[config.mk]
export PLATFORM = sky130hd
export DESIGN_NAME = icache_word_select
export DESIGN_NICKNAME = d
export VERILOG_FILES = /design/src/hdl/icache_types_pkg.sv /design/src/hdl/icache_word_select.sv
export VERILOG_INCLUDE_DIRS = /design/src /design/src/hdl
export SDC_FILE = /design/constraint.sdc
export NUM_CORES = 1
export LEC_CHECK = 0
export BUFFER_PORTS_ARGS = -buffer_cell sky130_fd_sc_hd__buf_2
export CORE_AREA = 2 2 267 269
export DETAILED_ROUTE_END_ITERATION = 10
export DIE_AREA = 0 0 269 271
export GPL_TIMING_DRIVEN = 0
export PLACE_DENSITY = 0.38
export SLEW_MARGIN = 20
export SYNTH_ARGS = -nofsm -noshare
export SYNTH_HDL_FRONTEND = slang
export SYNTH_SLANG_ARGS = --single-unit
[constraint.sdc]
create_clock -name vclk -period 2.8
set_clock_uncertainty 0.2 [all_clocks]
set_input_delay 0.14 -clock vclk [all_inputs]
set_output_delay 0.14 -clock vclk [all_outputs]
set_load 0.01 [all_outputs]
[src/hdl/icache_cfg.svh]
`ifndef ICACHE_CFG_SVH
`define ICACHE_CFG_SVH

// Geometry of the instruction cache.
// Widths below must stay consistent with each other.

// Byte address width seen by the fetch stage.
`define ICACHE_ADDR_W 32

// Number of sets per way.
`define ICACHE_SETS 16

// Number of ways with one bit per way in a way mask.
`define ICACHE_WAYS 4

// Line size in bytes for four instruction words.
`define ICACHE_LINE_BYTES 16

// log2 of the set count.
`define ICACHE_INDEX_W 4

// log2 of the line size.
`define ICACHE_OFFSET_W 4

`endif

[src/hdl/icache_types_pkg.sv]
`include "icache_cfg.svh"

package icache_types_pkg;

	// Byte address from the fetch stage.
	typedef logic [`ICACHE_ADDR_W-1:0] addr_t;

	// Address bits above index and offset.
	typedef logic [`ICACHE_ADDR_W-`ICACHE_INDEX_W-`ICACHE_OFFSET_W-1:0] tag_t;

	typedef logic [`ICACHE_INDEX_W-1:0] index_t; // Set select.

	typedef logic [`ICACHE_OFFSET_W-1:0] offset_t; // Byte within a line.

	// Whole cache line, word 0 in the low bits.
	typedef logic [`ICACHE_LINE_BYTES*8-1:0] line_t;

	typedef logic [31:0] word_t; // One instruction.

	// One-hot way select that is all zero when no way applies.
	typedef logic [`ICACHE_WAYS-1:0] way_mask_t;

endpackage

[src/hdl/icache_word_select.sv]
module icache_word_select (
	input  logic                        clk,
	input  logic                        rst,
	input  logic                        hold,
	input  icache_types_pkg::line_t     way_line0,
	input  icache_types_pkg::line_t     way_line1,
	input  icache_types_pkg::line_t     way_line2,
	input  icache_types_pkg::line_t     way_line3,
	input  icache_types_pkg::way_mask_t hit_way_q,
	input  icache_types_pkg::line_t     fill_line_q,
	input  icache_types_pkg::offset_t   offset_q,
	output icache_types_pkg::word_t     inst
);

	icache_types_pkg::line_t sel_line; // Line of this response.
	logic [1:0] word_idx;

	always_comb begin
		case (hit_way_q)
			4'b0001: sel_line = way_line0;
			4'b0010: sel_line = way_line1;
			4'b0100: sel_line = way_line2;
			4'b1000: sel_line = way_line3;
			default: sel_line = fill_line_q; // A miss takes the line just fetched.
		endcase
	end

	// Execute freezes its registers under hold, so the selected line stays put.
	assign word_idx = offset_q[3:2]; // Word within the line.
	assign inst     = sel_line[word_idx*32 +: 32];

endmodule

==> flow_metrics.env <==
export IMPL_wl_per_cell_um=33.1
export IMPL_setup_worst_path_end_class="primary output"
export IMPL_grt_overflow_total=0
export IMPL_maxCapViolCount=0
export IMPL_crit_top_cell="buf_6"
export IMPL_clock_buffers=0
export IMPL_grt_max_degree=11
export IMPL_drive_above_1_share=0.492
export IMPL_hold_violations=0
export IMPL_yosysWarningCount=0
export IMPL_tightest_slew_ns=0.987
export IMPL_pwr_share_clk=0
export IMPL_p_leak_nw=7.83
export IMPL_setup_viol=2
export IMPL_crit_path_max_fanout=10
export IMPL_power_frac_comb=1.000
export IMPL_swShare=0.594
export IMPL_grt_pass1_wl_um=127000
export IMPL_crit_slowest_cell="mux4_2"
export IMPL_worstPathArrival_ns=2.48
export IMPL_power_density_mw_per_mm2=178
export IMPL_die_w_um=269
export IMPL_numPortBuffers=673
export IMPL_grt_pass1_vias=15100
export IMPL_ir_worst_vdd_v=0.0000500
export IMPL_via_count=14500
export IMPL_gp_congestion=0.899
export IMPL_firstDrtPassIters=5
export IMPL_max_slew_margin=0.342
export IMPL_coreArea_mm2=0.0698
export IMPL_setup_slack_ns=-0.0183
export IMPL_crit_required_ns=2.46
export IMPL_rows=97
export IMPL_synth_cell_types=18
export IMPL_nFillCells=8065
export IMPL_hold_class="input port to primary output"
export IMPL_drtIter0Drc=812
export IMPL_slew_viol_final=0
export IMPL_nets=2617
export IMPL_fp_dieH_um=271
export IMPL_period_share=1.01
export IMPL_rsz0062_at_grt="true"
export IMPL_hold_depth=3
export IMPL_antenna_found_initial=50
export IMPL_min_period_ns=2.82
export IMPL_drt_wl_total_um=96700
export IMPL_critPathMaxStageDelay_ns=0.53
export IMPL_die_area_mm2=0.0729
export IMPL_pwr_share_seq=0
export IMPL_intPower_w=0.00110
export IMPL_hold_slack_ns=0.570
export IMPL_synth_nets=1933
export IMPL_pin_count=683
export IMPL_vias_per_cell=4.96
export IMPL_dp_hpwl_um=83500
export IMPL_hold_buffers=0
export IMPL_ant_nets=0
export IMPL_synth_seq_area_share=0
export IMPL_start_kind="input port"
export IMPL_design_seq_count=0
export IMPL_status="complete, but fails checks"
export IMPL_area_growth_pct=61.8
export IMPL_syn_area_per_cell_um2=7.36
export IMPL_synthesis_area_mm2=0.00944
export IMPL_worstSetupPathType="input port to primary output"
export IMPL_synthCells=1282
export IMPL_area_sequential_um2=0
export IMPL_dp_slack_ns=-1.33
export IMPL_start_util=0.135
export IMPL_max_freq_mhz=355
export IMPL_failed_checks="setup timing"
export IMPL_power_total_w=0.00271
export IMPL_path_cells="buf_6 -> buf_6 -> clkbuf_2 -> and3b_1 -> o21ai_0 -> a31oi_4 -> mux4_2 -> buf_2"
export IMPL_p_sw_w=0.00161
export IMPL_drc_errors=0
export IMPL_gr_usage_all_layers=0.252
-- power by group through the flow --
stage,clock network [W],logic (W),registers (W)
floorplan,0,0.00102,0
global placement,0,0.00248,0
detailed placement,0,0.00249,0
CTS,0,0.00271,0
global route,0.000000000154,0.00288,0
finish,0.000000000509,0.00271,0
-- final cells by class --
cell class	instances	area, um^2	share of cell area
multi-input combinational	1062	9360	0.613
buffer	218	1240	0.0814
antenna	18	45.0	0.00295
timing repair buffer	684	3450	0.226
tap	940	1180	0.0770
-- through the flow --
| step | std cells | utilization | setup TNS (ns) | cell area [um^2] |
|---|---|---|---|---|
| after detailed placement | 2897 | 0.201 | -31.16 | 14000 |
| after CTS | 2905 | 0.216 | -0.0496 | 15100 |
| after global placement | 2895 | 0.200 | -39.39 | 14000 |
| final | 2922 | 0.219 | -0.0213 | 15300 |
| after floorplan | 1282 | - | 0 | 9440 |
| after global routing | 2911 | 0.218 | -0.515 | 15200 |
-- path summary, 6_finish.rpt --
check / to / start / slack (ns)
setup / recovery: inst[16] / hit_way_q[3] / -0.02
hold / removal: inst[1] / offset_q[3] / 0.57
-- timing repair --
action                     4_1_cts  5_1_grt
pin swaps                       10        8
buffers inserted                 8        1
resized for setup              310       74
setup endpoints to repair       32       31
-- cells in the mapped netlist, types with 2 or more instances --
master	number	area, um^2
buf_2	36	180
nand3b_1	4	30.0
clkbuf_1	168	631
buf_1	6	22.5
a211o_1	2	17.5
buf_6	6	67.6
a31oi_1	128	801
o21ai_0	254	1270
and3b_1	508	4450
mux4_2	32	721
buf_4	4	30.0
a2111oi_0	128	1120
-- worst max-delay path, delay by kind of cell --
family	cells	cell delay, ns
muxes	1	0.53
AOI/OAI and AO/OA	2	0.60
and+or+nand+nor	1	0.21
buffers and inverters	4	0.94
-- logic make-up (layout without fill, tap and decap cells) --
family                 Yosys count  after routing  share of synthesized area
XOR/XNOR                         1              1                    0.00292
AO/OA/AOI/OAI                  513            513                      0.342
buffers and inverters          220            902                     0.0987
other                            0             18                          0
AND/OR/NAND/NOR                516            516                      0.480
multiplexers                    32             32                     0.0764
-- routing by layer --
layer  vias up  wire [um]  global-route usage
li1       6579          -                   -
met1      7106      41100               0.319
met3        98       6800              0.0504
met5         -        207                   0
met4        34       1370              0.0285
met2       665      47200               0.448
-- layout by cell type, fill, tap and decap left out, types with 4 or more instances in the layout --
| cell type | n |
|---|---|
| a2111oi_0 | 69 |
| a2111oi_1 | 32 |
| a2111oi_2 | 25 |
| a31oi_1 | 64 |
| a31oi_2 | 44 |
| a31oi_4 | 20 |
| and3b_1 | 508 |
| buf_2 | 690 |
| buf_4 | 16 |
| buf_6 | 25 |
| clkbuf_1 | 70 |
| clkbuf_2 | 82 |
| clkbuf_4 | 12 |
| diode_2 | 18 |
| mux4_2 | 32 |
| nand3b_1 | 4 |
| o21ai_0 | 222 |
| o21ai_1 | 25 |
| o21ai_2 | 7 |
Note: power is estimated with default switching activity, not from simulation.
