===== config.mk =====
export PLATFORM = sky130hd
export DESIGN_NAME = icache_tag_lookup
export DESIGN_NICKNAME = d
export VERILOG_FILES = /design/src/hdl/icache_types_pkg.sv /design/src/hdl/icache_pipe_pkg.sv /design/src/hdl/icache_tag_lookup.sv
export VERILOG_INCLUDE_DIRS = /design/src /design/src/hdl
export SDC_FILE = /design/constraint.sdc
export NUM_CORES = 1
export LEC_CHECK = 0
export ABC_AREA = 1
export BUFFER_PORTS_ARGS = -buffer_cell sky130_fd_sc_hd__buf_2
export CAP_MARGIN = 20
export CORE_ASPECT_RATIO = 2
export CORE_MARGIN = 1.5
export CORE_UTILIZATION = 30
export CTS_CLUSTER_DIAMETER = 100
export CTS_CLUSTER_SIZE = 40
export DETAILED_ROUTE_END_ITERATION = 12
export SLEW_MARGIN = 10
export SYNTH_ARGS = -nofsm -noshare
export SYNTH_HDL_FRONTEND = slang
export SYNTH_SLANG_ARGS = --single-unit

===== constraint.sdc =====
create_clock -name clk -period 5.1 [get_ports clk]
set_input_delay 0.51 -clock clk [delete_from_list [all_inputs] [get_ports clk]]
set_output_delay 0.51 -clock clk [all_outputs]
set_load 0.005 [all_outputs]

===== src/hdl/icache_cfg.svh =====
`ifndef ICACHE_CFG_SVH
`define ICACHE_CFG_SVH

// Geometry of the instruction cache.
// Widths below must stay consistent with each other.

// Byte address width seen by the fetch stage.
`define ICACHE_ADDR_W 32

// Number of sets per way.
`define ICACHE_SETS 16

// Number of ways with one bit per way in a way mask.
`define ICACHE_WAYS 4

// Line size in bytes for four instruction words.
`define ICACHE_LINE_BYTES 16

// log2 of the set count.
`define ICACHE_INDEX_W 4

// log2 of the line size.
`define ICACHE_OFFSET_W 4

`endif


===== src/hdl/icache_types_pkg.sv =====
`include "icache_cfg.svh"

package icache_types_pkg;

	// Byte address from the fetch stage.
	typedef logic [`ICACHE_ADDR_W-1:0] addr_t;

	// Address bits above index and offset.
	typedef logic [`ICACHE_ADDR_W-`ICACHE_INDEX_W-`ICACHE_OFFSET_W-1:0] tag_t;

	typedef logic [`ICACHE_INDEX_W-1:0] index_t; // Set select.

	typedef logic [`ICACHE_OFFSET_W-1:0] offset_t; // Byte within a line.

	// Whole cache line, word 0 in the low bits.
	typedef logic [`ICACHE_LINE_BYTES*8-1:0] line_t;

	typedef logic [31:0] word_t; // One instruction.

	// One-hot way select that is all zero when no way applies.
	typedef logic [`ICACHE_WAYS-1:0] way_mask_t;

endpackage


===== src/hdl/icache_pipe_pkg.sv =====
package icache_pipe_pkg;

	// Fetch request as presented by the core.
	typedef struct packed {
		logic                    valid; // Request present.
		icache_types_pkg::addr_t addr;  // Byte address of the instruction.
	} fetch_req_t;

	// Decode result handed to the execute stage.
	typedef struct packed {
		logic                        valid;    // Request accepted this cycle.
		icache_types_pkg::index_t    index;    // Set of the request.
		icache_types_pkg::offset_t   offset;   // Byte offset in the line.
		icache_types_pkg::way_mask_t hit_way;  // Zero on a miss.
		icache_types_pkg::way_mask_t fill_way; // Victim, used only on a miss.
	} lookup_t;

endpackage


===== src/hdl/icache_tag_lookup.sv =====
`include "icache_cfg.svh"

module icache_tag_lookup (
	input  logic                          clk,
	input  logic                          rst,
	input  logic                          hold,
	input  icache_pipe_pkg::fetch_req_t   req,
	output icache_pipe_pkg::lookup_t      lookup,
	output logic                          mem_rd,
	output icache_types_pkg::addr_t       mem_addr
);

	icache_types_pkg::tag_t tag_arr [`ICACHE_WAYS][`ICACHE_SETS]; // Tag store.
	logic [`ICACHE_SETS-1:0] valid_arr [`ICACHE_WAYS];            // Valid bit per line.
	icache_types_pkg::way_mask_t victim_q;                        // Rotating victim pointer.

	icache_types_pkg::tag_t req_tag;
	icache_types_pkg::index_t req_index;
	icache_types_pkg::offset_t req_offset;
	icache_types_pkg::way_mask_t hit_way;
	logic accept;
	logic fill;

	assign {req_tag, req_index, req_offset} = req.addr; // Address split.

	// A request is taken only when the pipe is not frozen.
	assign accept = req.valid && !hold && !rst;

	always_comb begin
		for (int w = 0; w < `ICACHE_WAYS; w++) begin
			hit_way[w] = valid_arr[w][req_index] && (tag_arr[w][req_index] == req_tag);
		end
	end

	assign fill = accept && (hit_way == '0); // Accepted miss.

	// Memory answers in the same cycle, so the read strobe is the miss itself.
	assign mem_rd   = fill;
	assign mem_addr = {req_tag, req_index, {`ICACHE_OFFSET_W{1'b0}}}; // Line aligned.

	always_comb begin
		lookup = '{
			valid:    accept,
			index:    req_index,
			offset:   req_offset,
			hit_way:  hit_way,
			fill_way: victim_q
		};
	end

	// Valid bits and victim pointer.
	always_ff @(posedge clk) begin
		if (rst) begin
			for (int w = 0; w < `ICACHE_WAYS; w++) begin
				valid_arr[w] <= '0;
			end
			victim_q <= {{(`ICACHE_WAYS-1){1'b0}}, 1'b1}; // Start at way 0.
		end else if (fill) begin
			for (int w = 0; w < `ICACHE_WAYS; w++) begin
				if (victim_q[w]) begin
					valid_arr[w][req_index] <= 1'b1;
				end
			end
			victim_q <= {victim_q[`ICACHE_WAYS-2:0], victim_q[`ICACHE_WAYS-1]}; // Rotate left.
		end
	end

	// Tag write into the victim way.
	always_ff @(posedge clk) begin
		if (fill) begin
			for (int w = 0; w < `ICACHE_WAYS; w++) begin
				if (victim_q[w]) begin
					tag_arr[w][req_index] <= req_tag;
				end
			end
		end
	end

endmodule


==> metrics.md, run 1 <==
| Metric | Value |
|---|---|
| CP arrival | `4.87 ns` |
| Worst Skew | `0.0475 ns` |
| Worst-margin pin slew | `1.08 ns` |
| Slew HR | `27.6%` |
| P_leak | `0.0282 uW` |
| DRC Markers | `0` |
| FF+latch count, synth | `1,604` |
| Total grt overflow | `0` |
| Placement Setup Slack | `-0.0219 ns` |
| Register area share after synthesis | `71.4%` |
| Drt wl/cell | `25.5 um` |
| Setup crit start kind | `input pin` |
| Crit path max-delay cell type | `nor2_2` |
| Total Wirelength | `241,000 um` |
| Max-cap violations | `0` |
| Post-CTS setup buffers | `0` |
| Crit path buffers/inverters | `9` |
| DR top layer | `met5` |
| Cts hold-fix bufs | `0` |
| Warnings, synthesis | `0` |
| Starting density of the core | `30.2%` |
| Slew Viols, Final | `0` |
| Routed length on met2 | `123,000 um` |
| CP top delay family | `simple AND/OR/NAND/NOR gates` |
| Critical-path maximum fanout | `40` |
| Fillers | `22,229` |
| PwrDens | `300 nW/um^2` |
| Final hold violations | `0` |
| Flip-flop and latch area | `47,600 um^2` |
| Sink Count | `1,604` |
| Clk_lat worst skew | `0.74 ns` |
| Die area | `225,000 um^2` |
| Post-CTS resize count | `0` |
| Mapped Cells | `6,349` |
| CP endpoint kind | `flop` |
| Crit-path max cell delay | `0.60 ns` |
| Htree depth | `2` |
| WP data required | `5.55 ns` |
| Pwr Total | `22,400 uW` |
| Vias in the first global route | `45,674` |
| CTS Buf Count | `46` |
| Die Ht | `670 um` |
| Avg Synthesized Cell Area | `10.5 um^2` |
| Clk root buf | `clkbuf_16` |
| Antenna violation net count after detailed routing | `0` |
| RSZ-0062 raised after global routing | `false` |
| DR iter-0 viols | `4,461` |
| Setup violations, final | `0` |
| Drt pass-1 iters | `8` |
| Commonest non-fill, non-tap cell in the layout | `nand2_1` |
| Final HPWL DP | `164,000 um` |
| CTS tree | `done` |
| WS Path Type | `input pin to flop` |
| Reg clk slew, reported paths | `0.15 ns` |
| Result of the run | `complete, no violations` |
| Library cells used by synthesis | `29` |
| Largest net degree at the start of global routing | `94` |
| CP cell instances | `buf_8 > inv_8 > buf_12 > nor2_4 > buf_12 > buf_12 > nand2_1 > nand4_1 > nand2_1 > nand4_1 > nand2_1 > nor2_1 > nand3_1 > nor2_1 > nand2_1 > nand2_1 > nor2_2 > buf_4 > buf_4 > nand3_2 > buf_12 > nor2_2 > buf_12` |
| Fin nets | `6,507` |
| Commonest non-fill, non-tap cells in the layout | `3,468 x nand2_1, 1,552 x edfxtp_1, 266 x nor2_1` |
| Worst VDD drop | `264 uV` |
| Utilization after layout | `33.8%` |
| Initial antenna violation count | `15` |
| Min Tclk post-route | `4.42 ns` |
| Routability Congestion | `1.01` |
| Total track usage | `21.0%` |
| Core area | `221,000 um^2` |
| Fmax | `226 MHz` |
| Final Cycle Share | `86.6%` |
| Share of cells above drive strength 1 | `8.33%` |
| Ports | `86` |
| Final worst setup slack | `0.682 ns` |
| Vias | `46,616` |
| Multi-input gate area | `17,400 um^2` |
| Wl on met1 | `80,800 um` |
| Rows | `244` |
| Min-Delay Path Class | `input pin to flop` |
| Vias per cell | `4.93` |
| Die width | `336 um` |
| Mapped cell area | `66,700 um^2` |
| Clock tree buffer depth | `3` |
| Metal3 WL | `11,600 um` |
| Global-route wire length before repair | `336,000 um` |
| Layout area overhead | `12.0%` |
| PortBufs | `73` |
[flip-flops by register name (all words and copies together), names as in the netlist]
register and count:
tag_arr 1536, valid_arr 64, victim_q 4
[final cells by class]
type | count | share of cell area, %
Clock inverter | 2 | 0.0620
Multi-Input combinational cell | 4339 | 23.3
Clock buffer | 84 | 1.82
Timing Repair Buffer | 410 | 5.74
Inverter | 70 | 0.385
Sequential cell | 1604 | 63.8
Antenna cell | 4 | 0.0134
Tap cell | 2952 | 4.94
[power breakdown]
group          internal (uW)  total, uW  switching (uW)
clock network           1870       5760            3890
logic                    538       2200            1660
registers              14400      14400            7.27
total                  16800      22400            5560
[cell usage after synthesis, drive strengths merged]
library cell / count / area share (%)
nand4: 98 / 0.92
and2: 2 / 0.019
buf: 226 / 1.8
a21boi: 1 / 0.011
nand2: 3468 / 20
clkbuf: 113 / 0.64
nor2: 338 / 1.9
o21a: 1 / 0.011
dfxtp: 52 / 1.6
edfxtp: 1552 / 70
or2: 1 / 0.0094
nor3: 14 / 0.11
and3: 1 / 0.0094
conb: 1 / 0.0056
nand3: 164 / 1.3
a21oi: 52 / 0.39
o211ai: 1 / 0.011
o21ai: 178 / 1.3
a22oi: 16 / 0.18
inv: 70 / 0.39
[per-stage QoR]
step / hold WS, ns / cell area [um^2] / TNS, ns / instances
2_1_floorplan: 0.429 / 66700 / 0 / 6352
3_3_place_gp: 0.439 / 73200 / -18.45 / 9370
3_5_place_dp: 0.446 / 73300 / -0.293 / 9375
4_1_cts: 0.0303 / 74700 / 0 / 9461
5_1_grt: 0.0626 / 74700 / 0 / 9463
6_report: 0.0731 / 74700 / 0 / 9465
[metal layers]
layer,GRT usage [%],up-vias
li1,-,21175
met1,21.7,23077
met2,37.4,1807
met3,1.83,553
met4,19.1,4
met5,0,-
[cells by family after synthesis]
family                 count (synthesis)  synth area share (%)
and+or+nand+nor                     4086                  23.8
other                                  1               0.00562
DFF                                 1604                  71.4
AOI/OAI and AO/OA                    249                  1.94
buffers and inverters                409                  2.86
[worst paths after layout]
kind	start	to	slack, ns	depth (start not counted)
worst max register to register	tag_arr[1][144]	tag_arr[0][149]	1.06	19
worst min register to register	valid_arr[2][11]	valid_arr[2][11]	0.48	2
worst min-delay path	rst	victim_q[1]	0.07	2
worst max-delay path	req[4]	tag_arr[0][149]	0.68	23
Note: power is estimated with default switching activity, not from simulation.
==> inputs of run 2 (changes only) <==
--- a/config.mk
+++ b/config.mk
@@ -6,7 +6,6 @@
 export SDC_FILE = /design/constraint.sdc
 export NUM_CORES = 1
 export LEC_CHECK = 0
-export ABC_AREA = 1
 export BUFFER_PORTS_ARGS = -buffer_cell sky130_fd_sc_hd__buf_2
 export CAP_MARGIN = 20
 export CORE_ASPECT_RATIO = 2
@@ -15,6 +14,7 @@
 export CTS_CLUSTER_DIAMETER = 100
 export CTS_CLUSTER_SIZE = 40
 export DETAILED_ROUTE_END_ITERATION = 12
+export MAX_ROUTING_LAYER = met4
 export SLEW_MARGIN = 10
 export SYNTH_ARGS = -nofsm -noshare
 export SYNTH_HDL_FRONTEND = slang
==> run 2 against run 1 <==
Effect of this change: non-clock buffer count increased by 38; fmax decreased by 11%; cell count decreased by 34%; wire length decreased by 17%; synthesized cell count decreased by 50%; combinational power decreased by 12%; design area decreased by 3.2%; utilization decreased by 0.17 points; synthesized area decreased by 2.9%; count of clock-buffer cells in the layout decreased by 8; critical path type is now input pin to primary output; largest cell class unchanged.
==> metrics.md, run 2 <==
| Metric | Value |
|---|---|
| Drt wl/cell | `31.8 um (+25%)` |
| Initial antenna violation count | `6 (-9)` |
| Warnings, synthesis | `0 (unchanged)` |
| Post-synth EDFFs | `1,552 (unchanged)` |
| Crit path buffers/inverters | `7 (-2)` |
| Worst Skew | `0.0683 ns (+0.0208 ns)` |
| CP arrival | `4.44 ns (-0.43 ns)` |
| DRC Markers | `0 (unchanged)` |
| Total grt overflow | `0 (unchanged)` |
| Pwr Total | `22,000 uW (-1.9%)` |
| PortBufs | `73 (unchanged)` |
| Crit-path max cell delay | `0.68 ns (+0.08 ns)` |
| Largest family of logic cells by synthesized area | `multiplexers` |
| Asr flop ratio synth | `0% (unchanged)` |
| Worst hold stages | `1 (-1)` |
| Setup crit start kind | `input pin` |
| Final Cycle Share | `97.1% (+10 points)` |
| Vias in the first global route | `33,614 (-26%)` |
| Total track usage | `18.4% (-2.5 points)` |
| Fmax | `202 MHz (-11%)` |
| RSZ-0062 raised after global routing | `false` |
| Largest net degree at the start of global routing | `73 (-22%)` |
| Final HPWL DP | `138,000 um (-16%)` |
| Post-synthesis compound-gate area fraction | `3.73% (+1.8 points)` |
| Largest register FFs | `1,536 (unchanged)` |
| Final hold violations | `0 (unchanged)` |
| Crit path top cell by count | `buf_4` |
| Slew HR | `26.8% (-0.77 points)` |
| Post-synth top area share | `72.0% (+2.1 points)` |
| WP data required | `4.59 ns (-0.96 ns)` |
| Die width | `331 um (-1.5%)` |
| Min-Delay Path Class | `input pin to flop` |
| PwrDens | `304 nW/um^2 (+1.4%)` |
| Rows | `241 (-1.2%)` |
| P_leak | `0.0232 uW (-18%)` |
| CTS Buf Count | `46 (unchanged)` |
| Levels on crit path | `16 (-30%)` |
| Sink Count | `1,604 (unchanged)` |
| Post-Synth XOR/XNOR Area | `1.52% (+1.5 points)` |
| Library cells used by synthesis | `82 (+180%)` |
| Setup violations, final | `0 (unchanged)` |
| Htree depth | `2 (unchanged)` |
| Fin nets | `3,488 (-46%)` |
| Crit path max-delay cell type | `mux2i_1` |
| Slew Viols, Final | `0 (unchanged)` |
| Commonest non-fill, non-tap cells in the layout | `1,552 x edfxtp_1, 302 x mux4_2, 292 x buf_4` |
| Starting density of the core | `30.1% (-0.067 points)` |
| Commonest non-fill, non-tap cell in the layout | `edfxtp_1` |
| Drt pass-1 iters | `7 (-1)` |
| DP Area | `70,900 um^2 (-3.2%)` |
| Global-route wire length before repair | `272,000 um (-19%)` |
| Largest area contributor in the synthesized netlist | `edfxtp_1` |
| Clock tree buffer depth | `3 (unchanged)` |
| Share of cells above drive strength 1 | `25.6% (+17 points)` |
| Mux share of post-synthesis cell area | `16.1% (+16 points)` |
| Clk root buf | `clkbuf_16` |
| Reg clk slew, reported paths | `0.14 ns (about the same)` |
| Worst-margin pin slew | `1.09 ns (+0.00868 ns)` |
| Routability Congestion | `0.928 (-8.3%)` |
| Post-synth top flop | `edfxtp_1` |
| Fillers | `20,062 (-9.7%)` |
| Antenna violation net count after detailed routing | `0 (unchanged)` |
| Cts hold-fix bufs | `0 (unchanged)` |
| Layout area overhead | `11.7%` |
| Critical-path maximum fanout | `22 (-45%)` |
| Synth top cells by count | `1,552 x edfxtp_1, 302 x mux4_2, 258 x mux2i_1` |
| Register area share after synthesis | `73.6% (+2.2 points)` |
| Post-route design area | `72,300 um^2 (-3.2%)` |
| Core area | `215,000 um^2 (-2.7%)` |
| Multi-input gate area | `15,300 um^2 (-12%)` |
| Mapped cell area | `64,700 um^2 (-2.9%)` |
| R2R cell count | `14 (-5)` |
| Clk_lat worst skew | `0.75 ns (about the same)` |
| Flip-flop and latch area | `47,600 um^2 (unchanged)` |
| Avg Synthesized Cell Area | `20.3 um^2 (+93%)` |
| CP cell instances | `buf_8 > buf_12 > buf_4 > mux4_2 > mux2i_1 > nor2_1 > a2111o_1 > nor4_1 > buf_4 > o2111ai_1 > nor3_2 > buf_4 > nor4_1 > and2_4 > buf_12 > buf_2` |
| Top flop regs | `tag_arr x1536, valid_arr x64, victim_q x4` |
| Cells taking the most area after synthesis | `edfxtp_1 72%, mux4_2 11%, mux2i_1 4.0%` |
| Min Tclk post-route | `4.95 ns (+0.535 ns)` |
| Simple-Gate Fraction of Synth Area | `2.29% (-21 points)` |
| Die Ht | `660 um (-1.5%)` |
| Reg2Reg Setup Slack | `0.93 ns (-0.13 ns)` |
| FF+latch count, synth | `1,604 (unchanged)` |
| Die area | `219,000 um^2 (-2.9%)` |
| CP top delay family | `buffers and inverters` |
| Vias per cell | `5.24 (+6.4%)` |
| DR iter-0 viols | `3,155 (-29%)` |
| Total Wirelength | `199,000 um (-17%)` |
| WS Path Type | `input pin to primary output` |
| Max-cap violations | `0 (unchanged)` |
| Result of the run | `complete, no violations` |
| CP endpoint kind | `primary output` |
| CTS tree | `done` |
| Most common cell in the netlist | `edfxtp_1` |
| Vias | `32,895 (-29%)` |
| Largest register by flop count | `tag_arr` |
| Mapped Cells | `3,194 (-50%)` |
| Synth Area in Adders | `0% (unchanged)` |
| Worst VDD drop | `239 uV (-9.4%)` |
| Ports | `86 (unchanged)` |
==> run 2: cell types whose count changed in the layout (fill, tap and decap cells not counted), moves of 57 or more <==
cell / previous run / this run
nand4_1: 98 / 9
inv_1: 66 / 9
nand2_1: 3468 / 66
mux4_2: 0 / 302
xnor2_1: 0 / 69
nor2_1: 266 / 44
mux2i_1: 0 / 257
and3_1: 1 / 84
nand3_1: 160 / 11
nor2_2: 59 / 2
o21ai_0: 167 / 24
==> run 2: per-stage QoR <==
step | instances | TNS [ns] | worst slack, ns | hold WS [ns] | util, %
final | 6279 | 0 | 0.146 | 0.230 | 33.6
after CTS | 6275 | 0 | 0.0412 | 0.209 | 33.6
after global routing | 6277 | 0 | 0.0438 | 0.205 | 33.6
after floorplan | 3197 | 0 | 0.865 | 0.431 | -
after detailed placement | 6198 | 0 | 0.0226 | 0.449 | 33.0
after global placement | 6198 | -0.298 | -0.0196 | 0.440 | 33.0
==> run 2: repair_timing <==
| item | 4_1_cts | 5_1_grt |
|---|---|---|
| resized for setup | 0 | 1 |
| setup buffers | 0 | 0 |
| setup endpoints to repair | 0 | 1 |
==> run 2: cell type report <==
cell class                      instances  share of cell area, %
Multi-Input combinational cell       1334                   21.2
Antenna cell                            4                 0.0138
Clock buffer                           76                   1.84
Clock inverter                          1                 0.0415
Timing Repair Buffer                  448                   6.10
Sequential cell                      1604                   65.9
Inverter                               18                 0.0986
Tap cell                             2794                   4.83
==> run 2: kinds of logic (layout without fill, tap and decap cells) <==
group / after synthesis / count (layout)
other cells: 1 / 8
simple gates: 282 / 282
buf+inv: 259 / 543
mux: 630 / 630
xor+xnor: 112 / 112
compound gates: 306 / 306
flops: 1604 / 1604
==> run 2: power breakdown <==
| part | switching [uW] | total [uW] | internal, uW |
|---|---|---|---|
| sequential | 6.93 | 14400 | 14400 |
| combinational | 1260 | 1930 | 674 |
| clock | 3760 | 5600 | 1830 |
| total | 5030 | 22000 | 16900 |
==> run 2: final timing paths <==
kind | start | endpoint
hold / removal | req[20] | tag_arr[3][60]
hold reg to reg | valid_arr[0][10] | valid_arr[0][10]
setup reg to reg | tag_arr[3][296] | tag_arr[2][41]
setup / recovery | req[5] | mem_rd
==> run 2: per-layer routing <==
layer	global-route usage [%]	share of wire (%)
met1	18.2	33
met2	33.9	54
met3	1.66	4.2
met4	13.2	8.8
met5	-	0
